==> src/design/mpu_params.svh <==
/* Widths, depths and derived field widths of the host command port. */

`ifndef MPU_PARAMS_SVH
`define MPU_PARAMS_SVH

`default_nettype none

// host, data and instruction words share one width.
`define MPU_WORD_W      32
`define MPU_OP_W        3

// local data memory.
`define MPU_DATA_AW     8
`define MPU_DATA_DEPTH  256

// one program slot per thread.
`define MPU_THREADS     4
`define MPU_THREAD_W    2
`define MPU_PROG_LEN    16
`define MPU_PIDX_W      4
`define MPU_PLEN_W      5

`default_nettype wire

`endif

==> src/design/mpu_pkg.sv <==
/* Opcode and decoder state enums, word types and the command word layout. */

`include "mpu_params.svh"

`default_nettype none

package mpu_pkg;

	// ##########################################################
	// command encoding.
	typedef enum logic [`MPU_OP_W-1:0] {
		OP_STOP       = 3'd0,
		OP_START      = 3'd1,
		OP_RUN        = 3'd2,
		OP_STORE_PROG = 3'd3,
		OP_STORE_DATA = 3'd4,
		OP_LOAD_DATA  = 3'd5
	} mpu_opcode_e;

	// the opcode occupies the top bits of the first word of a sequence.
	typedef struct packed {
		mpu_opcode_e                          opcode;
		logic [`MPU_WORD_W-`MPU_OP_W-1:0]     arg;
	} mpu_cmd_t;

	// ##########################################################
	// decoder states.
	typedef enum logic [3:0] {
		IDLE, STOPPED,
		RUN_ID, RUN_WAIT,
		PROG_ID, PROG_COUNT, PROG_WORDS,
		ST_COUNT, ST_STRIDE, ST_BASE, ST_WORDS,
		LD_COUNT, LD_STRIDE, LD_BASE, LD_WAIT
	} cmd_state_e;

	typedef logic [`MPU_WORD_W-1:0]   mpu_word_t;
	typedef logic [`MPU_DATA_AW-1:0]  mpu_addr_t;
	typedef logic [`MPU_DATA_AW:0]    mpu_dcount_t;
	typedef logic [`MPU_THREAD_W-1:0] mpu_thread_t;
	typedef logic [`MPU_PIDX_W-1:0]   mpu_pidx_t;
	typedef logic [`MPU_PLEN_W-1:0]   mpu_plen_t;

endpackage

`default_nettype wire

==> src/design/thread_dispatch.sv <==
/* Per-thread program slots, length table and the instruction streamer. */

`include "mpu_params.svh"

`default_nettype none

module thread_dispatch
	import mpu_pkg::*;
(
	input  wire         clock,
	input  wire         reset,
	input  wire         prog_wr,
	input  mpu_thread_t prog_thread,
	input  mpu_pidx_t   prog_index,
	input  mpu_word_t   prog_wdata,
	input  wire         len_wr,
	input  wire         run_start,
	input  mpu_thread_t run_thread,
	output logic        instr_valid,
	output mpu_word_t   instr,
	output logic        run_done
);

	mpu_word_t   prog_ram [`MPU_THREADS*`MPU_PROG_LEN];
	mpu_plen_t   len_tab [`MPU_THREADS];
	mpu_plen_t   start_len;
	mpu_thread_t cur_thread;
	mpu_pidx_t   cur_idx;
	mpu_plen_t   cur_len;
	logic        active;
	logic        last_idx;

	assign start_len = len_tab[run_thread];
	assign last_idx  = ({1'b0, cur_idx} == cur_len - 1'b1);

	// ##########################################################
	// program storage.
	always_ff @(posedge clock) begin
		if (prog_wr) begin
			prog_ram[{prog_thread, prog_index}] <= prog_wdata;
		end
	end

	always_ff @(posedge clock) begin
		if (reset) begin
			for (int t = 0; t < `MPU_THREADS; t++) begin
				len_tab[t] <= '0;
			end
		end else if (len_wr) begin
			len_tab[prog_thread] <= prog_wdata[`MPU_PLEN_W-1:0];
		end
	end

	// ##########################################################
	// instructions stream out one per cycle.
	always_ff @(posedge clock) begin
		if (reset) begin
			active      <= 1'b0;
			instr_valid <= 1'b0;
			run_done    <= 1'b0;
		end else begin
			instr_valid <= active;
			run_done    <= 1'b0;
			if (run_start) begin
				active   <= (start_len != '0);
				run_done <= (start_len == '0);
			end else if (active && last_idx) begin
				active   <= 1'b0;
				run_done <= 1'b1;
			end
		end
	end

	always_ff @(posedge clock) begin
		if (run_start) begin
			cur_thread <= run_thread;
			cur_len    <= start_len;
			cur_idx    <= '0;
		end else if (active) begin
			instr   <= prog_ram[{cur_thread, cur_idx}];
			cur_idx <= cur_idx + 1'b1;
		end
	end

endmodule

`default_nettype wire

==> config.mk <==
export PLATFORM = sky130hd
export DESIGN_NAME = thread_dispatch
export DESIGN_NICKNAME = d
export VERILOG_FILES = /design/src/design/mpu_pkg.sv /design/src/design/thread_dispatch.sv
export VERILOG_INCLUDE_DIRS = /design/src /design/src/design
export SDC_FILE = /design/constraint.sdc
export NUM_CORES = 2
export LEC_CHECK = 0
export BUFFER_PORTS_ARGS = -buffer_cell sky130_fd_sc_hd__buf_2
export CORE_UTILIZATION = 47
export CTS_CLUSTER_SIZE = 25
export DETAILED_ROUTE_END_ITERATION = 8
export HOLD_SLACK_MARGIN = 0.08
export PLACE_DENSITY = 0.63
export SETUP_SLACK_MARGIN = 0.15
export SKIP_LAST_GASP = 1
export SLEW_MARGIN = 10
export SYNTH_ARGS = -nofsm -noshare
export SYNTH_HDL_FRONTEND = slang
export SYNTH_SLANG_ARGS = --single-unit
==> constraint.sdc <==
create_clock -name clock -period 11.4 [get_ports clock]
set_input_delay 3.42 -clock clock [delete_from_list [all_inputs] [get_ports clock]]
set_output_delay 3.42 -clock clock [all_outputs]
set_load 0.03 [all_outputs]
After elaboration in Yosys (flattened, before gate mapping)
Memory sizes are Yosys's and may differ from the RTL's. A register that Yosys moved wholly into a read port is not among the register bits.
Index checks and enable logic that the tools add are counted.

storage, ports and cells
  memory bits (writable) = 2068
  memories = 2
  output and inout bits = 34
  register bits = 14
  word-level logic and storage cells = 32
  input bits = 45

memories
  memory    words  bits a word  read ports  clocked after memory_dff  wr ports  RTL line               source
  prog_ram  64     32           1           1                         1         thread_dispatch.sv:24  mpu_word_t prog_ram [`MPU_THREADS*`MPU_PROG_LEN];
  len_tab   4      5            1           0                         4         thread_dispatch.sv:25  mpu_plen_t len_tab [`MPU_THREADS];

cells by class
  bitwise logic cells = 1
  add/sub/neg operators = 2
  muxes and demuxes = 14
  reductions and logical operators = 6
  equal/unequal tests = 1

operators by type and width
  operator                                                             count
  1-bit 2-to-1 mux                                                     12
  4-bit by 5-bit == test with 1-bit output                             1
  5-bit zero test                                                      1
  5-bit 2-to-1 mux                                                     1
  5-bit nonzero test                                                   1
  5-bit OR reduction                                                   1
  5-bit by 1-bit subtractor with 5-bit output (second input constant)  1
  4-bit by 1-bit adder with 4-bit output (second input constant)       1
  2-bit 2-to-1 mux                                                     1
  2-bit AND reduction                                                  1
  2-bit nonzero test                                                   1
  1-bit logical AND                                                    1
  1-bit inverter                                                       1

Longest topological paths before layout
  word-level depth = 5
  gate-level depth with buffers = 10
  gate-level depth less buffers = 7

Least setup slack after synthesis
OpenSTA, ideal clock, no wires.

  kind = input -> register
  start = in prog_thread[0]
  end = mem prog_ram[32][0] (netlist bit), enable pin
  setup time = 0.461 ns
  buffers on the path = 1
  data required time = 10.939 ns
  cell stages on the path = 4
  arrival time = 6.732 ns
  path slack = 4.207 ns
  cells stage by stage = clkbuf_1 -> nand2b_1 -> or4b_2 -> nor3_1

RTL lines
  what             RTL line               source
  start, declared  thread_dispatch.sv:13  input mpu_thread_t prog_thread,
  end, declared    thread_dispatch.sv:24

Straight into the memory's write port.

Worst setup path after layout
  start = in prog_thread[1]
  end = mem prog_ram[34][20] (netlist bit), enable pin

Straight into the memory's write port.

==> results.toml <==
[outcome]
status = "completed"

[placement]
gp_congestion = 0.837
io_buffers = 78
place_area_um2 = 84100
hpwl_um = 122000

[synthesis]
synth_top_area_share_pct = 78.5
postSynthAreaPerCell_um2 = 22.2
synth_edf_count = 2107
synth_cells = 3633
async_flop_share_pct = 0
synth.largest_area_cell = "edfxtp_1"
ys_types = 53
synth_area_leaders = "edfxtp_1 78%, mux4_2 13%, mux2i_1 1.4%, o22ai_1 0.56%, a22oi_1 0.54%"
ys_seq_elements = 2114
ys_seq_area_share_pct = 78.7
syn_area_um2 = 80600
yosysWarnings = 0
syn-num-nets = 3680
ys.flop_type = "edfxtp_1"

[timing]
finalCriticalPeriod_ps = 5420
rsz0062_at_grt = "no"
tightest_slew_ps = 1280
finalCritPeriodShare_pct = 47.5
fmax_ghz = 0.185
finClkSkew_ps = 40.0
setup_viol_count_final = 0
max_slew_margin_pct = 12.4
hold_viol = 0
tns_ps = 0
drv_slew = 0

[power]
ir_drop_mv = 0.159
pwr-share-comb_pct = 6.7
p_total_mw = 16.3
seqPwrFrac_pct = 53.1
swShare_pct = 22.3
p_clk_share_pct = 40.3
p_leak_nw = 27.1
p_per_area_nw_per_um2 = 180
p_switching_mw = 3.63
p_int_mw = 12.7

[drt]
viasPerCell = 6.24
drt_iter0_drc = 5753
postRouteAntennaNets = 0
drc = 0
num_vias = 38965
wl_per_cell_um = 33.9
routed_wl_um = 212000
firstDrtPassIters = 6

[grt]
overflow = 0
antenna_found_initial = 27
grt_pass1_vias = 38109
grt_pass1_wl_um = 296000
grtUsageTotal_pct = 24.6
grt_max_degree = 94

[clock_tree]
clock_sinks = 2114
path_clk_slew_ps = 60
cts_buffers = 205
clockBufferDepth = 3
cts_hold_buf = 0
cts_setup_buffers = 0
clock_latency_ps = 850
cts_resized = 0
cts_tree = "done"
h-tree-depth = 4
cts_root_buf = "clkbuf_16"

[floorplanning]
ios = 79
die_area_um2 = 173000
coreArea_um2 = 170000
die_w_um = 416
num_rows = 151
initial_utilization_pct = 47.5
die_h_um = 416

[finish]
fin_nets = 3873
fillers = 12797
layout_commonest_cell = "edfxtp_1"
drive_gt1_share_pct = 26.2
postLayoutCellArea_um2 = 90600
area_growth_pct = 12.4
layout_common_cells = "2107 x edfxtp_1, 468 x mux4_2, 206 x clkbuf_16"

[worst_setup_path]
path_class = "in -> reg"
critical_path_arrival_ps = 5870
crit_fanout = 32
start_kind = "input pin"
cp.required_ps = 11850
setup.worst_path.end_class = "register"

[min_path]
hold_path_class = "reg -> reg"

[job]
maxCapViolations = 0
==> cells by family (layout without fill, tap and decap cells) <==
family | after synthesis | count (layout) | share of synthesized area [%]
DFF | 2114 | 2114 | 78.7
muxes | 601 | 601 | 14.8
and+or+nand+nor | 430 | 430 | 2.64
AOI/OAI and AO/OA | 264 | 264 | 2.34
buffers and inverters | 214 | 576 | 1.48
xor gates and xnor gates | 8 | 8 | 0.0869
adders and majority gates | 2 | 2 | 0.0310
other | 0 | 27 | 0
==> synthesized netlist by cell type, types with 3 or more instances <==
cell type and number:
edfxtp_1 2107, mux4_2 468, mux2i_1 116, nor2_1 105, nand2_1 93, clkbuf_1 77, o22ai_1 72, nand3_1 60
a22oi_1 58, buf_2 58, nand4_1 52, nor2b_1 39, o221ai_1 39, buf_4 36, and3_1 26, o21ai_0 21
a211oi_1 18, nand2b_1 18, buf_6 17, mux2_2 17, a21oi_1 14, buf_1 14, nor3_1 10, a211o_1 8
a311oi_1 8, inv_1 8, a221oi_1 7, dfxtp_1 7, nor4_1 7, or2_2 5, xnor2_1 5, a31oi_1 4
o211ai_1 4, and2_1 3, or3_1 3, xor2_1 3
==> power groups by stage <==
stage,sequential [mW],combinational (mW),clock (mW)
after floorplan,8.82,0.638,0
after global placement,8.82,1.09,0
after detailed placement,8.82,1.10,0
after CTS,8.66,1.10,6.66
after global routing,8.66,1.14,6.94
final,8.65,1.09,6.57
==> sequential cells by signal (all words and copies together), names as in the netlist <==
register and count:
prog_ram 2048, instr 32, len_tab 20, cur_len 5, cur_idx 4, cur_thread 2
active 1, instr_valid 1, run_done 1
==> path summary, 6_finish.rpt <==
kind | startpoint | endpoint | slack [ps] | depth (start not counted)
worst max-delay path | prog_thread[1] | prog_ram[34][20] | 5980 | 4
worst min-delay path | active | instr_valid | 620 | 1
worst min register to register | active | instr_valid | 620 | 1
worst max register to register | cur_idx[0] | instr[0] | 6620 | 6
==> metrics by stage <==
stage	util, %	hold WS [ps]	worst slack [ps]	std cells
floorplan	-	589	4210	3633
global placement	49.5	608	5130	5837
detailed placement	49.5	610	5120	5837
CTS	53.3	621	6040	6213
global route	53.3	656	5910	6232
finish	53.3	620	5980	6240
==> area by class of cell <==
cell class / instances / area (um2) / share of cell area [%]
flip-flops and latches: 2114 / 63400 / 70.0
multi-input cells: 1305 / 16500 / 18.2
clock buffers: 255 / 5340 / 5.89
well taps: 2218 / 2780 / 3.06
repair buffers: 192 / 1320 / 1.46
clock inverters: 121 / 1130 / 1.24
diodes: 27 / 67.6 / 0.0746
inverters: 8 / 30.0 / 0.0331
==> metal layers <==
| metal | up-vias | share of wire [%] | track usage [%] |
|---|---|---|---|
| met1 | 20866 | 40 | 35.8 |
| met2 | 1981 | 48 | 37.9 |
| met3 | 270 | 9.4 | 4.56 |
| met4 | 10 | 2.8 | 7.60 |
| met5 | - | 0.023 | 0 |
| li1 | 15838 | - | - |
==> worst max-delay path, cell delays in order <==
cell      delay [ps]
buf_2            270
nand2b_1         300
or4b_2           860
nor2_4           960
(Power assumes the default switching activity.)
