### config.mk
export PLATFORM = sky130hd
export DESIGN_NAME = host_cmd_fsm
export DESIGN_NICKNAME = d
export VERILOG_FILES = /design/src/design/mpu_pkg.sv /design/src/design/host_cmd_fsm.sv
export VERILOG_INCLUDE_DIRS = /design/src /design/src/design
export SDC_FILE = /design/constraint.sdc
export NUM_CORES = 1
export LEC_CHECK = 0
export ABC_AREA = 1
export BUFFER_PORTS_ARGS = -buffer_cell sky130_fd_sc_hd__buf_2
export CELL_PAD_IN_SITES_DETAIL_PLACEMENT = 1
export CELL_PAD_IN_SITES_GLOBAL_PLACEMENT = 2
export CORE_MARGIN = 2
export CORE_UTILIZATION = 33
export DETAILED_ROUTE_END_ITERATION = 7
export GPL_TIMING_DRIVEN = 0
export PLACE_DENSITY = 0.81
export SYNTH_ARGS = -nofsm -noshare
export SYNTH_HDL_FRONTEND = slang
export SYNTH_SLANG_ARGS = --single-unit
### constraint.sdc
create_clock -name clock -period 6.49 [get_ports clock]
set_clock_uncertainty 0.05 [all_clocks]
set_input_delay 0.649 -clock clock [delete_from_list [all_inputs] [get_ports clock]]
set_output_delay 0.649 -clock clock [all_outputs]
set_load 0.01 [all_outputs]
### src/design/mpu_params.svh
/* Widths, depths and derived field widths of the host command port. */

`ifndef MPU_PARAMS_SVH
`define MPU_PARAMS_SVH

`default_nettype none

// host, data and instruction words share one width.
`define MPU_WORD_W      32
`define MPU_OP_W        3

// local data memory.
`define MPU_DATA_AW     8
`define MPU_DATA_DEPTH  256

// one program slot per thread.
`define MPU_THREADS     4
`define MPU_THREAD_W    2
`define MPU_PROG_LEN    16
`define MPU_PIDX_W      4
`define MPU_PLEN_W      5

`default_nettype wire

`endif

### src/design/mpu_pkg.sv
/* Opcode and decoder state enums, word types and the command word layout. */

`include "mpu_params.svh"

`default_nettype none

package mpu_pkg;

	// ##########################################################
	// command encoding.
	typedef enum logic [`MPU_OP_W-1:0] {
		OP_STOP       = 3'd0,
		OP_START      = 3'd1,
		OP_RUN        = 3'd2,
		OP_STORE_PROG = 3'd3,
		OP_STORE_DATA = 3'd4,
		OP_LOAD_DATA  = 3'd5
	} mpu_opcode_e;

	// the opcode occupies the top bits of the first word of a sequence.
	typedef struct packed {
		mpu_opcode_e                          opcode;
		logic [`MPU_WORD_W-`MPU_OP_W-1:0]     arg;
	} mpu_cmd_t;

	// ##########################################################
	// decoder states.
	typedef enum logic [3:0] {
		IDLE, STOPPED,
		RUN_ID, RUN_WAIT,
		PROG_ID, PROG_COUNT, PROG_WORDS,
		ST_COUNT, ST_STRIDE, ST_BASE, ST_WORDS,
		LD_COUNT, LD_STRIDE, LD_BASE, LD_WAIT
	} cmd_state_e;

	typedef logic [`MPU_WORD_W-1:0]   mpu_word_t;
	typedef logic [`MPU_DATA_AW-1:0]  mpu_addr_t;
	typedef logic [`MPU_DATA_AW:0]    mpu_dcount_t;
	typedef logic [`MPU_THREAD_W-1:0] mpu_thread_t;
	typedef logic [`MPU_PIDX_W-1:0]   mpu_pidx_t;
	typedef logic [`MPU_PLEN_W-1:0]   mpu_plen_t;

endpackage

`default_nettype wire

### src/design/host_cmd_fsm.sv
/* Host word decoder: captures command fields and starts the AGU, the data
   memory writes and the thread dispatcher. */

`include "mpu_params.svh"

`default_nettype none

module host_cmd_fsm
	import mpu_pkg::*;
(
	input  wire         clock,
	input  wire         reset,
	input  wire         host_req,
	input  mpu_word_t   host_data,
	input  wire         agu_done,
	input  wire         run_done,
	output logic        busy,
	output logic        stopped,
	output logic        agu_start,
	output logic        agu_free,
	output logic        agu_step,
	output mpu_dcount_t agu_count,
	output mpu_addr_t   agu_stride,
	output mpu_addr_t   agu_base,
	output logic        mem_wr,
	output mpu_word_t   mem_wdata,
	output logic        prog_wr,
	output mpu_thread_t prog_thread,
	output mpu_pidx_t   prog_index,
	output mpu_word_t   prog_wdata,
	output logic        len_wr,
	output logic        run_start,
	output mpu_thread_t run_thread
);

	cmd_state_e  state;
	mpu_cmd_t    cmd_word;
	mpu_plen_t   plen;
	mpu_dcount_t remain;
	mpu_pidx_t   widx;
	logic        wr_pulse;

	assign cmd_word = host_data;

	// program counts above the slot size are clipped.
	assign plen = (host_data[`MPU_PLEN_W-1:0] > `MPU_PROG_LEN) ?
		`MPU_PLEN_W'(`MPU_PROG_LEN) : host_data[`MPU_PLEN_W-1:0];

	// a store data word writes and steps the AGU in the same cycle.
	assign mem_wr   = wr_pulse;
	assign agu_step = wr_pulse;

	assign busy    = (state == RUN_WAIT) || (state == LD_WAIT);
	assign stopped = (state == STOPPED);

	// ##########################################################
	// decoder state and strobes.
	always_ff @(posedge clock) begin
		if (reset) begin
			state     <= IDLE;
			agu_start <= 1'b0;
			agu_free  <= 1'b0;
			wr_pulse  <= 1'b0;
			prog_wr   <= 1'b0;
			len_wr    <= 1'b0;
			run_start <= 1'b0;
			remain    <= '0;
		end else begin
			agu_start <= 1'b0;
			wr_pulse  <= 1'b0;
			prog_wr   <= 1'b0;
			len_wr    <= 1'b0;
			run_start <= 1'b0;
			case (state)
				IDLE: begin
					if (host_req) begin
						case (cmd_word.opcode)
							OP_STOP:       state <= STOPPED;
							OP_RUN:        state <= RUN_ID;
							OP_STORE_PROG: state <= PROG_ID;
							OP_STORE_DATA: state <= ST_COUNT;
							OP_LOAD_DATA:  state <= LD_COUNT;
							default:       state <= IDLE;
						endcase
					end
				end
				STOPPED: begin
					if (host_req && cmd_word.opcode == OP_START) begin
						state <= IDLE;
					end
				end
				RUN_ID: begin
					if (host_req) begin
						run_start <= 1'b1;
						state     <= RUN_WAIT;
					end
				end
				RUN_WAIT: begin
					if (run_done) begin
						state <= IDLE;
					end
				end
				PROG_ID: begin
					if (host_req) begin
						state <= PROG_COUNT;
					end
				end
				PROG_COUNT: begin
					if (host_req) begin
						if (plen == '0) begin
							state <= IDLE;
						end else begin
							len_wr <= 1'b1;
							remain <= mpu_dcount_t'(plen);
							state  <= PROG_WORDS;
						end
					end
				end
				PROG_WORDS: begin
					if (host_req) begin
						prog_wr <= 1'b1;
						remain  <= remain - 1'b1;
						if (remain == 1) begin
							state <= IDLE;
						end
					end
				end
				ST_COUNT, LD_COUNT: begin
					if (host_req) begin
						state <= (state == ST_COUNT) ? ST_STRIDE : LD_STRIDE;
					end
				end
				ST_STRIDE, LD_STRIDE: begin
					if (host_req) begin
						state <= (state == ST_STRIDE) ? ST_BASE : LD_BASE;
					end
				end
				ST_BASE, LD_BASE: begin
					if (host_req) begin
						if (agu_count == '0) begin
							state <= IDLE;
						end else begin
							agu_start <= 1'b1;
							agu_free  <= (state == LD_BASE);
							remain    <= agu_count;
							state     <= (state == ST_BASE) ? ST_WORDS : LD_WAIT;
						end
					end
				end
				ST_WORDS: begin
					if (host_req) begin
						wr_pulse <= 1'b1;
						remain   <= remain - 1'b1;
						if (remain == 1) begin
							state <= IDLE;
						end
					end
				end
				LD_WAIT: begin
					if (agu_done) begin
						state <= IDLE;
					end
				end
				default: state <= IDLE;
			endcase
		end
	end

	// ##########################################################
	// captured fields and write payloads.
	always_ff @(posedge clock) begin
		if (host_req) begin
			case (state)
				RUN_ID:              run_thread  <= host_data[`MPU_THREAD_W-1:0];
				PROG_ID:             prog_thread <= host_data[`MPU_THREAD_W-1:0];
				ST_COUNT, LD_COUNT:  agu_count   <= host_data[`MPU_DATA_AW:0];
				ST_STRIDE, LD_STRIDE: agu_stride <= host_data[`MPU_DATA_AW-1:0];
				ST_BASE, LD_BASE:    agu_base    <= host_data[`MPU_DATA_AW-1:0];
				ST_WORDS:            mem_wdata   <= host_data;
				default: ;
			endcase
		end
		if (host_req && state == PROG_COUNT) begin
			// the slot length travels on the program data lines.
			prog_wdata <= mpu_word_t'(plen);
			widx       <= '0;
		end else if (host_req && state == PROG_WORDS) begin
			prog_wdata <= host_data;
			prog_index <= widx;
			widx       <= widx + 1'b1;
		end
	end

endmodule

`default_nettype wire

[Word level (Yosys, flattened, before mapping)]
Index checks and enable logic that the tools add are counted.
W data, S select, Z words.
Word-level totals
  bits in registers: 120
  bits of input ports: 37
  output and inout bits: 106
  word-level logic and storage cells: 123
Operators by class
  bitwise logic cells: 8
  reduce and logical (&&, ||, !) cells: 29
  order comparisons: 1
  equality and inequality tests: 34
  muxes and demuxes: 31
  add/sub/neg operators: 2
Operator list (count)
  $mux W4: 13
  $mux W9: 5
  $pmux W4 S11: 1
  $eq A4 B4 Y1 const B: 7
  $pmux W9 S3: 1
  $ne A2 B2 Y1 const B: 11
  $pmux W4 S5: 1
  $eq A4 B3 Y1 const B: 4
  $mux W5: 3
  $reduce_and A2 Y1: 7
  $reduce_or A2 Y1: 7
  $mux W3: 4
  $reduce_and A12 Y1: 1
  $eq A9 B1 Y1 const B: 1
  $logic_not A9 Y1: 1
  $sub A9 B1 Y9 const B: 1
  $eq A4 B2 Y1 const B: 2
  $not A1 Y1: 8
  $eq A3 B2 Y1 const B: 2
  $eq A3 B3 Y1 const B: 2
  $ne A2 B1 Y1 const B: 3
  $reduce_and A6 Y1: 1
  $reduce_or A3 Y1: 2
  $gt A5 B5 Y1 const B: 1
  12 further kinds: 16

[Depth between registers and ports, before layout]
Gate-level depths: netlist (run 1).
  depth in word-level cells: 6
  mapped depth: 13
  gate-level depth less buffers: 11

[Worst setup path before layout (run 1)]
Ideal clock, no wire load.
  path kind: input to register
  start point: input port host_req
  end point: register mem_wdata[0] (enable)
  setup slack: 3.684 ns
  data arrival time: 2.335 ns
  stages: 3
  path buffers: 1
  required time: 6.019 ns
  setup time: 0.421 ns
  cell sequence: inv_1 > clkbuf_1 > nor2_1
Between the ends
  word-level cells in the longest chain between the ends: 1
Ends and longest elaborated chain
  start, declared: line host_cmd_fsm.sv:13  | input wire host_req,
  $reduce_and A2 Y1 (no line)
  end signal, assigned: line host_cmd_fsm.sv:179  | ST_WORDS: mem_wdata <= host_data;
  end, declared: line host_cmd_fsm.sv:26  | output mpu_word_t mem_wdata,
Every way passes these cells.
A chain may end at the register's enable or synchronous reset.

[Worst setup path after layout (run 1)]
  start point: register state[2]
  end point: output port busy
Between the ends
  word-level cells in the longest chain between the ends: 2
  elaborated cells between the ends (all ways): 3
  classes of those cells: eq/ne: 2; reduce/logical: 1
Ends and longest elaborated chain
  start, declared: line host_cmd_fsm.sv:36  | cmd_state_e state;
  start signal, assigned: line host_cmd_fsm.sv:130  | state <= (state == ST_COUNT) ? ST_STRIDE : LD_STRIDE;
  start signal, assigned: line host_cmd_fsm.sv:135  | state <= (state == ST_STRIDE) ? ST_BASE : LD_BASE;
  start signal, assigned: line host_cmd_fsm.sv:146  | state <= (state == ST_BASE) ? ST_WORDS : LD_WAIT;
  $eq A4 B2 Y1 / $eq A4 B4 Y1 (equally long branches): line host_cmd_fsm.sv:53  | assign busy = (state == RUN_WAIT) || (state == LD_WAIT);
  $logic_or A1 B1 Y1 *: line host_cmd_fsm.sv:53
  end, declared: line host_cmd_fsm.sv:17  | output logic busy,
Every way passes the cells marked *; elsewhere a longest branch is shown, timed or not.

==> load_flow_metrics.sql, run 1 <==
INSERT INTO impl_metrics (metric_group, metric, value, unit) VALUES
('logic_synthesis', 'synth-edff-count', '70', ''),
('final_layout', 'area_delta_synth_final', '32.27', '%'),
('power', 'p_int', '1.605', 'mW'),
('critical_path', 'worst_path_max_delay_cell', 'sky130_fd_sc_hd__nor2_1', ''),
('die', 'die_width', '123.5', 'µm'),
('final_layout', 'stdcell_area', '6236', 'µm²'),
('logic_synthesis', 'synth_compound_area_share', '6.927', '%'),
('drt', 'drt_wl_total', '14030', 'µm'),
('drt', 'drt_iter0_drc', '233', ''),
('final_layout', 'layout-drive-gt1-share', '29.95', '%'),
('logic_synthesis', 'synth_fp_nets', '527', ''),
('logic_synthesis', 'post_synth_inst_count', '487', ''),
('logic_synthesis', 'warnings_from_yosys', '0', ''),
('worst_hold_path', 'whs_path_depth', '1', ''),
('place', 'dpl.hpwl', '10320', 'µm'),
('sta', 'final_max_slew_viol_count', '0', ''),
('cts', 'cts_made_buffers', '17', ''),
('critical_path', 'crit_family', 'buffers and inverters', ''),
('critical_path', 'reg2reg_from', 'state[0]$_SDFFE_PP0P_', ''),
('cts', 'cts.htree.levels', '4', ''),
('logic_synthesis', 'largest_family_of_logic_cells_by_synthesized_area', 'simple AND/OR/NAND/NOR gates', ''),
('critical_path', 'rr_endpoint', 'prog_wdata[3]$_DFFE_PP_', ''),
('die', 'dieArea', '15260', 'µm²'),
('run', 'drv_cap', '0', ''),
('drt', 'detailedRoute.firstPassIterationCount', '4', ''),
('power', 'powerDensity', '362.0', 'nW/µm²'),
('global_routing', 'grtUsageTotal', '19.64', '%'),
('sta', 'period_minus_slack', '2.476', 'ns'),
('place', 'gp_routability_congestion', '0.8426', ''),
('cts', 'cts.clk_slew.worst_paths', '0.05', 'ns'),
('critical_path', 'worst-r2r-cell-count', '7', ''),
('final_layout', 'mostFrequentLayoutCell', 'sky130_fd_sc_hd__buf_2', ''),
('logic_synthesis', 'yosys.area_share.simple', '21.34', '%'),
('final_layout', 'antenna_cells', '0', ''),
('cts', 'cts_setup_buffers', '0', ''),
('power', 'p_total', '2.257', 'mW'),
('critical_path', 'reg2reg_slack', '4.30', 'ns'),
('power', 'power.ir.vdd_worst', '0.1521', 'mV'),
('critical_path', 'setup.worst_path.end_class', 'output port', ''),
('final_layout', 'fillCellCount', '1642', ''),
('power', 'clock_power_share', '39.7', '%'),
('sta', 'min_period_over_period', '38.15', '%'),
('die', 'design.core.area', '13930', 'µm²'),
('logic_synthesis', 'synth_area_leader_cell', 'sky130_fd_sc_hd__edfxtp_1', ''),
('final_layout', 'finish.net_count', '688', ''),
('logic_synthesis', 'post_synth_instance_area', '4715', 'µm²'),
('global_routing', 'wire_length_of_the_first_global_routing_pass', '22450', 'µm'),
('global_routing', 'globalRouteOverflowTotal', '0', ''),
('power', 'power.switching', '0.6520', 'mW'),
('critical_path', 'path_common_cell', 'sky130_fd_sc_hd__buf_2', ''),
('logic_synthesis', 'yosys.area_share.xor_xnor', '0', '%'),
('die', 'vertical_die_dimension', '123.5', 'µm'),
('cts', 'insertion_delay', '0.42', 'ns'),
('drt', 'vias', '3986', ''),
('worst_hold_path', 'min-delay-path-class', 'in -> reg', ''),
('worst_hold_path', 'timing.hold.worst.start', 'host_data[17]', ''),
('cts', 'clkSinkCount', '120', ''),
('critical_path', 'worst_path_largest_cell_delay', '0.39', 'ns'),
('status', 'run_status', 'completed', ''),
('cts', 'clock_root_buffer_master', 'sky130_fd_sc_hd__clkbuf_16', ''),
('final_layout', 'layout.cells.most_common_list', 'sky130_fd_sc_hd__buf_2, sky130_fd_sc_hd__nand2_1, sky130_fd_sc_hd__edfxtp_1', ''),
('power', 'sequentialPowerShare', '42.0', '%'),
('drt', 'drt.antenna.violating_nets', '0', ''),
('sta', 'timing.max_slew.rel_slack', '40.66', '%'),
('critical_path', 'timing.critical_path.cells', 'buf_2 -> nor2_1 -> inv_1 -> o21ai_0 -> buf_2', ''),
('sta', 'max_freq', '403.9', 'MHz'),
('critical_path', 'cp.required', '5.79', 'ns'),
('sta', 'finalHoldViolCount', '0', ''),
('critical_path', 'timing.critical_path.fanout_max', '8', ''),
('global_routing', 'antenna_found_initial', '0', ''),
('global_routing', 'maximum_number_of_pins_on_one_net_before_global_route_repair', '26', '');
cells by family after synthesis:
kind of cell               Yosys count
AOI/OAI and AO/OA                   63
adders and majority gates            3
DFF                                120
buffers and inverters               58
and+or+nand+nor                    243
cell type report:
type | instances | area share [%]
Buffer | 16 | 1.344
Clock inverter | 13 | 2.087
Multi-Input combinational cell | 309 | 22.09
Tap cell | 180 | 3.612
Clock buffer | 19 | 6.942
Inverter | 42 | 2.528
Timing Repair Buffer | 142 | 11.64
Sequential cell | 120 | 49.76
flip-flops by register name, indices dropped and copies added, names as in the netlist, 2 cells and up:
| name | count |
|---|---|
| agu_stride | 8 |
| remain | 9 |
| state | 4 |
| run_thread | 2 |
| prog_index | 4 |
| prog_thread | 2 |
| widx | 4 |
| prog_wdata | 32 |
| agu_count | 9 |
| agu_base | 8 |
| mem_wdata | 32 |
worst max path at each step:
stage | from | endpoint | slack [ns] | cells after the start
floorplan | host_req | mem_wdata[0]$_DFFE_PP_ | 3.68 | 3
global placement | host_req | mem_wdata[10]$_DFFE_PP_ | 2.35 | 4
detailed placement | host_req | agu_count[7]$_DFFE_PP_ | 4.02 | 4
CTS | state[2]$_SDFFE_PP0P_ | busy | 3.99 | 5
global route | state[2]$_SDFFE_PP0P_ | busy | 3.92 | 5
finish | state[2]$_SDFFE_PP0P_ | busy | 4.01 | 5
power groups by stage:
stage | clock (mW) | combinational [mW] | sequential [mW]
6_report | 0.896 | 0.412 | 0.949
5_1_grt | 0.947 | 0.470 | 0.960
4_1_cts | 0.915 | 0.416 | 0.951
3_5_place_dp | 0 | 0.411 | 0.964
3_3_place_gp | 0 | 0.400 | 0.958
2_1_floorplan | 0 | 0.222 | 0.986
layer usage:
metal / vias to the layer above / routed length (µm) / GRT usage (%)
met1: 1909 / 6201 / 24.34
met5: - / 0 / 0
met2: 120 / 6624 / 31.66
li1: 1937 / - / -
met3: 20 / 966 / 6.734
met4: 0 / 240 / 7.315
Yosys cell counts (2+ instances only):
cell / number
sky130_fd_sc_hd__nor2_2: 3
sky130_fd_sc_hd__o21ai_0: 17
sky130_fd_sc_hd__nor3_1: 9
sky130_fd_sc_hd__dfxtp_1: 50
sky130_fd_sc_hd__nor2_4: 2
sky130_fd_sc_hd__inv_1: 37
sky130_fd_sc_hd__o211ai_1: 2
sky130_fd_sc_hd__edfxtp_1: 70
sky130_fd_sc_hd__clkbuf_1: 3
sky130_fd_sc_hd__nor2_1: 62
sky130_fd_sc_hd__o21ai_1: 2
sky130_fd_sc_hd__nand4_1: 2
sky130_fd_sc_hd__a21oi_1: 40
sky130_fd_sc_hd__nand3_1: 27
sky130_fd_sc_hd__nand2_2: 5
sky130_fd_sc_hd__nand2_1: 130
sky130_fd_sc_hd__inv_2: 4
sky130_fd_sc_hd__buf_2: 10
sky130_fd_sc_hd__ha_1: 3
per-stage QoR:
step | std cells | util (%) | hold slack [ns] | setup WS [ns]
final | 841 | 44.75 | 0.3663 | 4.014
after detailed placement | 809 | 40.71 | 0.4060 | 4.018
after global routing | 841 | 44.75 | 0.3516 | 3.921
after global placement | 808 | 40.51 | 0.3936 | 2.351
after floorplan | 487 | - | 0.3818 | 3.684
after CTS | 841 | 44.75 | 0.3532 | 3.986
(Power assumes the default switching activity.)
==> run 2, diff against run 1 <==
Settings changed: CORE_UTILIZATION 33 to 30, PLACE_DENSITY 0.81 to 0.74.
Clock period 6.49 ns to 2.57 ns, I/O delays scaled along.
==> load_flow_metrics.sql, run 2 (same netlist as run 1, synthesis figures left out) <==
INSERT INTO impl_metrics (metric_group, metric, value, unit) VALUES
('sta', 'max_freq', '474.8', 'MHz'),
('place', 'dpl_worst_slack', '0.4252', 'ns'),
('place', 'detailed_place.area', '5712', 'µm²'),
('final_layout', 'layout.cells.most_common_list', 'sky130_fd_sc_hd__buf_2, sky130_fd_sc_hd__nand2_1, sky130_fd_sc_hd__edfxtp_1', ''),
('sta', 'finalHoldViolCount', '0', ''),
('power', 'cellLeakagePower', '2.861', 'nW'),
('global_routing', 'layer_with_the_highest_usage_after_global_routing', 'met2', ''),
('die', 'die_width', '129.4', 'µm'),
('cts', 'post_cts_resize_count', '0', ''),
('drt', 'drt.antenna.violating_nets', '0', ''),
('critical_path', 'timing.critical_path.from_type', 'flip-flop', ''),
('final_layout', 'fillCellCount', '1776', ''),
('cts', 'clkSinkCount', '120', ''),
('global_routing', 'globalRouteOverflowTotal', '0', ''),
('cts', 'cts_made_buffers', '17', ''),
('cts', 'cts.clk_slew.worst_paths', '0.06', 'ns'),
('critical_path', 'cp.required', '2.26', 'ns'),
('worst_hold_path', 'whs_path_depth', '1', ''),
('final_layout', 'mostFrequentLayoutCell', 'sky130_fd_sc_hd__buf_2', ''),
('power', 'power.ir.vdd_worst', '0.5065', 'mV'),
('die', 'start_util', '30.90', '%'),
('critical_path', 'setup.worst_path.end_class', 'output port', ''),
('drt', 'drc', '0', ''),
('sta', 'timing.max_slew.rel_slack', '35.18', '%'),
('global_routing', 'maximum_number_of_pins_on_one_net_before_global_route_repair', '32', ''),
('die', 'design.core.area', '15260', 'µm²'),
('critical_path', 'worst-r2r-cell-count', '7', ''),
('power', 'powerDensity', '893.4', 'nW/µm²'),
('power', 'power_frac_comb', '18.3', '%'),
('global_routing', 'wire_length_of_the_first_global_routing_pass', '22820', 'µm'),
('sta', 'period_minus_slack', '2.106', 'ns'),
('power', 'power.switching', '1.712', 'mW'),
('sta', 'post_route_setup_slack', '0.4639', 'ns'),
('sta', 'rsz_0062_raised_after_global_routing', 'no', ''),
('global_routing', 'grtUsageTotal', '18.01', '%'),
('global_routing', 'gr-usage-met1', '21.84', '%'),
('drt', 'drt_wl_total', '14370', 'µm'),
('sta', 'final_max_slew_viol_count', '0', ''),
('final_layout', 'area_delta_synth_final', '38.30', '%'),
('critical_path', 'worst_endpoint_data_arrival_time', '1.80', 'ns'),
('place', 'placement.io_buffers', '141', ''),
('global_routing', 'use_met2', '29.60', '%'),
('critical_path', 'worst-setup-path-type', 'reg -> out', ''),
('place', 'dpl.hpwl', '10390', 'µm'),
('final_layout', 'antenna_cells', '0', ''),
('drt', 'wl_per_cell', '16.08', 'µm'),
('run', 'drv_cap', '0', ''),
('drt', 'detailedRoute.firstPassIterationCount', '4', ''),
('cts', 'insertion_delay', '0.42', 'ns'),
('final_layout', 'layout-drive-gt1-share', '29.28', '%'),
('sta', 'min_period_over_period', '81.95', '%'),
('global_routing', 'antenna_found_initial', '0', ''),
('drt', 'drt_iter0_drc', '131', ''),
('final_layout', 'reg.largest.list', 'mem_wdata x32, prog_wdata x32', ''),
('cts', 'tritoncts', 'done', ''),
('cts', 'clock_root_buffer_master', 'sky130_fd_sc_hd__clkbuf_16', ''),
('final_layout', 'stdcell_area', '6520', 'µm²'),
('global_routing', 'globalRouteMet3Util', '6.524', '%'),
('worst_hold_path', 'min-delay-path-class', 'in -> reg', ''),
('cts', 'ctsLongestPathBuffers', '2', ''),
('critical_path', 'timing.critical_path.fanout_max', '8', ''),
('die', 'vertical_die_dimension', '129.4', 'µm'),
('drt', 'vias', '4018', ''),
('power', 'p_int', '4.113', 'mW'),
('sta', 'timing.final.setup_violations', '0', ''),
('power', 'switching_share', '29.39', '%'),
('power', 'clock_power_share', '40.5', '%'),
('power', 'sequentialPowerShare', '41.2', '%'),
('cts', 'cts.htree.levels', '4', ''),
('cts', 'cts_setup_buffers', '0', ''),
('drt', 'avgViaCountPerCell', '4.494', ''),
('status', 'run_status', 'completed', ''),
('place', 'gp_routability_congestion', '0.8400', ''),
('sta', 'max_slew.worst_pin.slew', '0.9687', 'ns'),
('final_layout', 'finish.net_count', '710', ''),
('global_routing', 'first_global_vias', '4333', ''),
('die', 'placement_rows', '45', ''),
('die', 'dieArea', '16730', 'µm²'),
('die', 'io_pins', '143', '');
[run 2: cell count changes in the layout (fill, tap and decap cells not counted), sizes merged]
| cell | change |
|---|---|
| dlygate4sd3 | +22 |
| inv | +1 |
| clkinvlp | +3 |
| clkinv | -3 |
| clkbuf | -1 |
[run 2: path summary, 6_finish.rpt]
path / from / end / slack [ns]
hold / removal: host_data[8] / mem_wdata[8]$_DFFE_PP_ / 0.02
hold reg to reg: prog_wdata[9]$_SDFFE_PP0P_ / prog_wdata[9]$_SDFFE_PP0P_ / 0.41
setup / recovery: state[2]$_SDFFE_PP0P_ / busy / 0.46
setup reg to reg: state[1]$_SDFFE_PP0P_ / prog_wdata[2]$_DFFE_PP_ / 0.49
[run 2: repair_timing]
action	CTS	global route
hold endpoints to repair	22	0
setup endpoints to repair	0	0
hold buffers	22	0
[run 2: power groups by stage]
stage | clock (mW) | sequential [mW] | combinational, mW
6_report | 2.36 | 2.40 | 1.07
5_1_grt | 2.50 | 2.42 | 1.22
4_1_cts | 2.42 | 2.40 | 1.08
3_5_place_dp | 0 | 2.43 | 1.04
3_3_place_gp | 0 | 2.42 | 1.02
2_1_floorplan | 0 | 2.49 | 0.561
[run 2: layout make-up]
type / instances / area (µm²) / share of cell area, %
clock buffer: 18 / 439.2 / 6.736
tap: 211 / 264.0 / 4.049
sequential: 120 / 3103 / 47.59
clock inverter: 14 / 148.9 / 2.284
buffer: 16 / 83.83 / 1.286
multi-input combinational: 309 / 1378 / 21.13
inverter: 42 / 157.7 / 2.418
timing repair buffer: 164 / 945.9 / 14.51
[run 2: worst max-delay path: stages (launching register included)]
cell	delay (ns)
sky130_fd_sc_hd__dfxtp_1	0.30
sky130_fd_sc_hd__buf_2	0.16
sky130_fd_sc_hd__nor2_1	0.42
sky130_fd_sc_hd__inv_1	0.15
sky130_fd_sc_hd__o21ai_0	0.20
sky130_fd_sc_hd__buf_2	0.16
[run 2: metal layers]
metal | up-vias | wire (µm)
met1 | 1922 | 6360
met2 | 103 | 6941
li1 | 1979 | -
met5 | - | 0
met3 | 14 | 862
met4 | 0 | 209
[run 2: stage by stage]
step	setup TNS, ns	util [%]	hold slack, ns	power, mW	instances
after floorplan	0	-	0.3059	3.050	487
after global placement	-33.94	37.25	0.3955	3.440	839
after detailed placement	0	37.43	0.3971	3.477	840
after CTS	0	42.73	0.003766	5.893	894
after global routing	0	42.73	0.003724	6.144	894
final	0	42.73	0.02103	5.825	894
==> run 3, diff against run 2 <==
Clock period 2.57 ns to 2.03 ns, I/O delays scaled along.
==> load_flow_metrics.sql, run 3 (same netlist as run 1, synthesis figures left out) <==
INSERT INTO impl_metrics (metric_group, metric, value, unit) VALUES
('cts', 'clkSinkCount', '120', ''),
('power', 'powerDensity', '1115', 'nW/µm²'),
('sta', 'period_minus_slack', '1.874', 'ns'),
('critical_path', 'timing.critical_path.from_type', 'flip-flop', ''),
('status', 'run_status', 'completed', ''),
('final_layout', 'layout.cells.most_common_list', 'sky130_fd_sc_hd__buf_2, sky130_fd_sc_hd__nand2_1, sky130_fd_sc_hd__edfxtp_1', ''),
('drt', 'drt_iter0_drc', '147', ''),
('global_routing', 'first_global_vias', '4440', ''),
('drt', 'detailedRoute.firstPassIterationCount', '4', ''),
('final_layout', 'mostFrequentLayoutCell', 'sky130_fd_sc_hd__buf_2', ''),
('critical_path', 'cp.required', '2.02', 'ns'),
('global_routing', 'maximum_number_of_pins_on_one_net_before_global_route_repair', '32', ''),
('final_layout', 'layout-drive-gt1-share', '30.59', '%'),
('drt', 'avgViaCountPerCell', '4.535', ''),
('drt', 'drt_wl_total', '14560', 'µm'),
('worst_hold_path', 'min-delay-path-class', 'in -> reg', ''),
('global_routing', 'antenna_found_initial', '0', ''),
('final_layout', 'finish.net_count', '720', ''),
('place', 'placement.io_buffers', '141', ''),
('critical_path', 'worst_endpoint_data_arrival_time', '1.87', 'ns'),
('die', 'dieArea', '16730', 'µm²'),
('critical_path', 'rr_endpoint', 'agu_stride[4]$_DFFE_PP_', ''),
('die', 'die_width', '129.4', 'µm'),
('final_layout', 'layoutNonFillerInstCount', '904', ''),
('sta', 'timing.final.setup_violations', '0', ''),
('drt', 'wl_per_cell', '16.11', 'µm'),
('die', 'vertical_die_dimension', '129.4', 'µm'),
('sta', 'max_freq', '533.6', 'MHz'),
('cts', 'insertion_delay', '0.42', 'ns'),
('global_routing', 'grtUsageTotal', '18.38', '%'),
('cts', 'cts.clk_slew.worst_paths', '0.06', 'ns'),
('sta', 'min_period_over_period', '92.32', '%'),
('sta', 'max_slew.worst_pin.slew', '0.8826', 'ns'),
('drt', 'vias', '4100', ''),
('worst_hold_path', 'whs_endpoint', 'agu_base[3]$_DFFE_PP_', ''),
('sta', 'finalHoldViolCount', '0', ''),
('critical_path', 'reg2reg_from', 'state[1]$_SDFFE_PP0P_', ''),
('run', 'drv_cap', '0', ''),
('power', 'power.ir.vdd_worst', '0.5726', 'mV'),
('cts', 'cts_made_buffers', '17', ''),
('final_layout', 'utilization', '43.52', '%'),
('final_layout', 'area_delta_synth_final', '40.84', '%'),
('power', 'cellLeakagePower', '2.924', 'nW'),
('critical_path', 'reg2reg_slack', '0.16', 'ns'),
('global_routing', 'globalRouteOverflowTotal', '0', ''),
('worst_hold_path', 'timing.hold.worst.start', 'host_data[3]', ''),
('place', 'gp_routability_congestion', '0.8171', ''),
('critical_path', 'setup.worst_path.end_class', 'flip-flop', ''),
('die', 'design.core.area', '15260', 'µm²'),
('sta', 'whs', '0.04341', 'ns'),
('sta', 'setup_tns', '0', 'ns'),
('cts', 'tritoncts', 'done', ''),
('global_routing', 'wire_length_of_the_first_global_routing_pass', '23070', 'µm'),
('die', 'start_util', '30.90', '%'),
('final_layout', 'stdcell_area', '6640', 'µm²'),
('worst_hold_path', 'whs_path_depth', '1', ''),
('sta', 'final_max_slew_viol_count', '0', ''),
('die', 'placement_rows', '45', ''),
('place', 'dp.cells', '840', ''),
('sta', 'rsz_0062_raised_after_global_routing', 'no', ''),
('cts', 'ctsLongestPathBuffers', '2', ''),
('drt', 'drt.antenna.violating_nets', '0', ''),
('place', 'dpl.hpwl', '10450', 'µm'),
('place', 'detailed_place.area', '5712', 'µm²'),
('critical_path', 'worst-setup-path-type', 'reg -> reg', ''),
('die', 'io_pins', '143', ''),
('final_layout', 'antenna_cells', '0', ''),
('sta', 'timing.max_slew.rel_slack', '40.94', '%'),
('cts', 'clock_root_buffer_master', 'sky130_fd_sc_hd__clkbuf_16', ''),
('drt', 'drc', '0', ''),
('final_layout', 'reg.largest.list', 'mem_wdata x32, prog_wdata x32', ''),
('cts', 'cts.htree.levels', '4', ''),
('critical_path', 'timing.critical_path.fanout_max', '8', ''),
('critical_path', 'worst-r2r-cell-count', '3', '');
[run 3: changes by cell type in the layout (fill, tap and decap cells not counted), moves of 2 or more]
| cell | before | now |
|---|---|---|
| sky130_fd_sc_hd__nand2_4 | 0 | 2 |
| sky130_fd_sc_hd__nor2_1 | 61 | 58 |
| sky130_fd_sc_hd__buf_2 | 151 | 149 |
| sky130_fd_sc_hd__clkbuf_4 | 0 | 2 |
| sky130_fd_sc_hd__dlygate4sd3_1 | 22 | 27 |
| sky130_fd_sc_hd__buf_4 | 1 | 6 |
| sky130_fd_sc_hd__clkinvlp_4 | 4 | 1 |
| sky130_fd_sc_hd__clkinv_1 | 3 | 1 |
| sky130_fd_sc_hd__clkinv_2 | 1 | 4 |
| sky130_fd_sc_hd__nor2_2 | 3 | 5 |
[run 3: stage by stage]
step	setup slack, ns	power, mW
5_1_grt	0.01268	7.796
4_1_cts	0.03287	7.476
6_report	0.1559	7.403
2_1_floorplan	0.01973	3.861
3_3_place_gp	-0.6598	4.358
3_5_place_dp	-0.1391	4.412
[run 3: cell type report]
class                   count  area, µm²
plain buffers              16      90.09
clock buffers              21      460.4
fillers                  1759       8618
flip-flops and latches    120       3104
clock inverters            11      122.6
inverters                  42      157.7
repair buffers            174       1033
multi-input cells         309       1408
well taps                 211      264.0
[run 3: per-layer routing]
metal	track usage, %	vias to the layer above	part of all wire [%]
met1	21.28	1965	43
met4	8.056	0	2.0
met2	30.93	117	49
met3	6.317	24	6.1
met5	0	-	0
li1	-	1994	-
[run 3: worst max-delay path by stage]
stage,slack (ns),cells after the start,startpoint,to
after global placement,-0.66,4,state[1]$_SDFFE_PP0P_,mem_wdata[3]$_DFFE_PP_
after floorplan,0.02,5,state[3]$_SDFFE_PP0P_,mem_wdata[0]$_DFFE_PP_
after CTS,0.03,7,state[1]$_SDFFE_PP0P_,prog_wdata[4]$_DFFE_PP_
after global routing,0.01,10,state[1]$_SDFFE_PP0P_,state[0]$_SDFFE_PP0P_
final,0.16,3,state[1]$_SDFFE_PP0P_,agu_stride[4]$_DFFE_PP_
after detailed placement,-0.14,6,state[0]$_SDFFE_PP0P_,prog_wdata[2]$_DFFE_PP_
[run 3: where the power goes]
part,leakage [nW],internal (mW),switching [mW]
sequential,1.04,2.86,0.174
clock,0.288,1.87,1.11
combinational,1.60,0.519,0.862
total,2.92,5.25,2.15
[run 3: timing repair]
action	in CTS	in global routing
pin swaps	0	2
endpoints found under the hold margin	54	0
setup buffers	0	5
hold buffers	27	0
endpoints found under the setup margin	27	46
gates resized for setup	6	6
cloned	0	0
[run 3: worst max-delay path, cell delays in order, from the launching register on]
cell                      delay (ns)
sky130_fd_sc_hd__dfxtp_1        0.37
sky130_fd_sc_hd__nor2_1         0.27
sky130_fd_sc_hd__nand2_1        0.12
sky130_fd_sc_hd__nor2_1         0.69
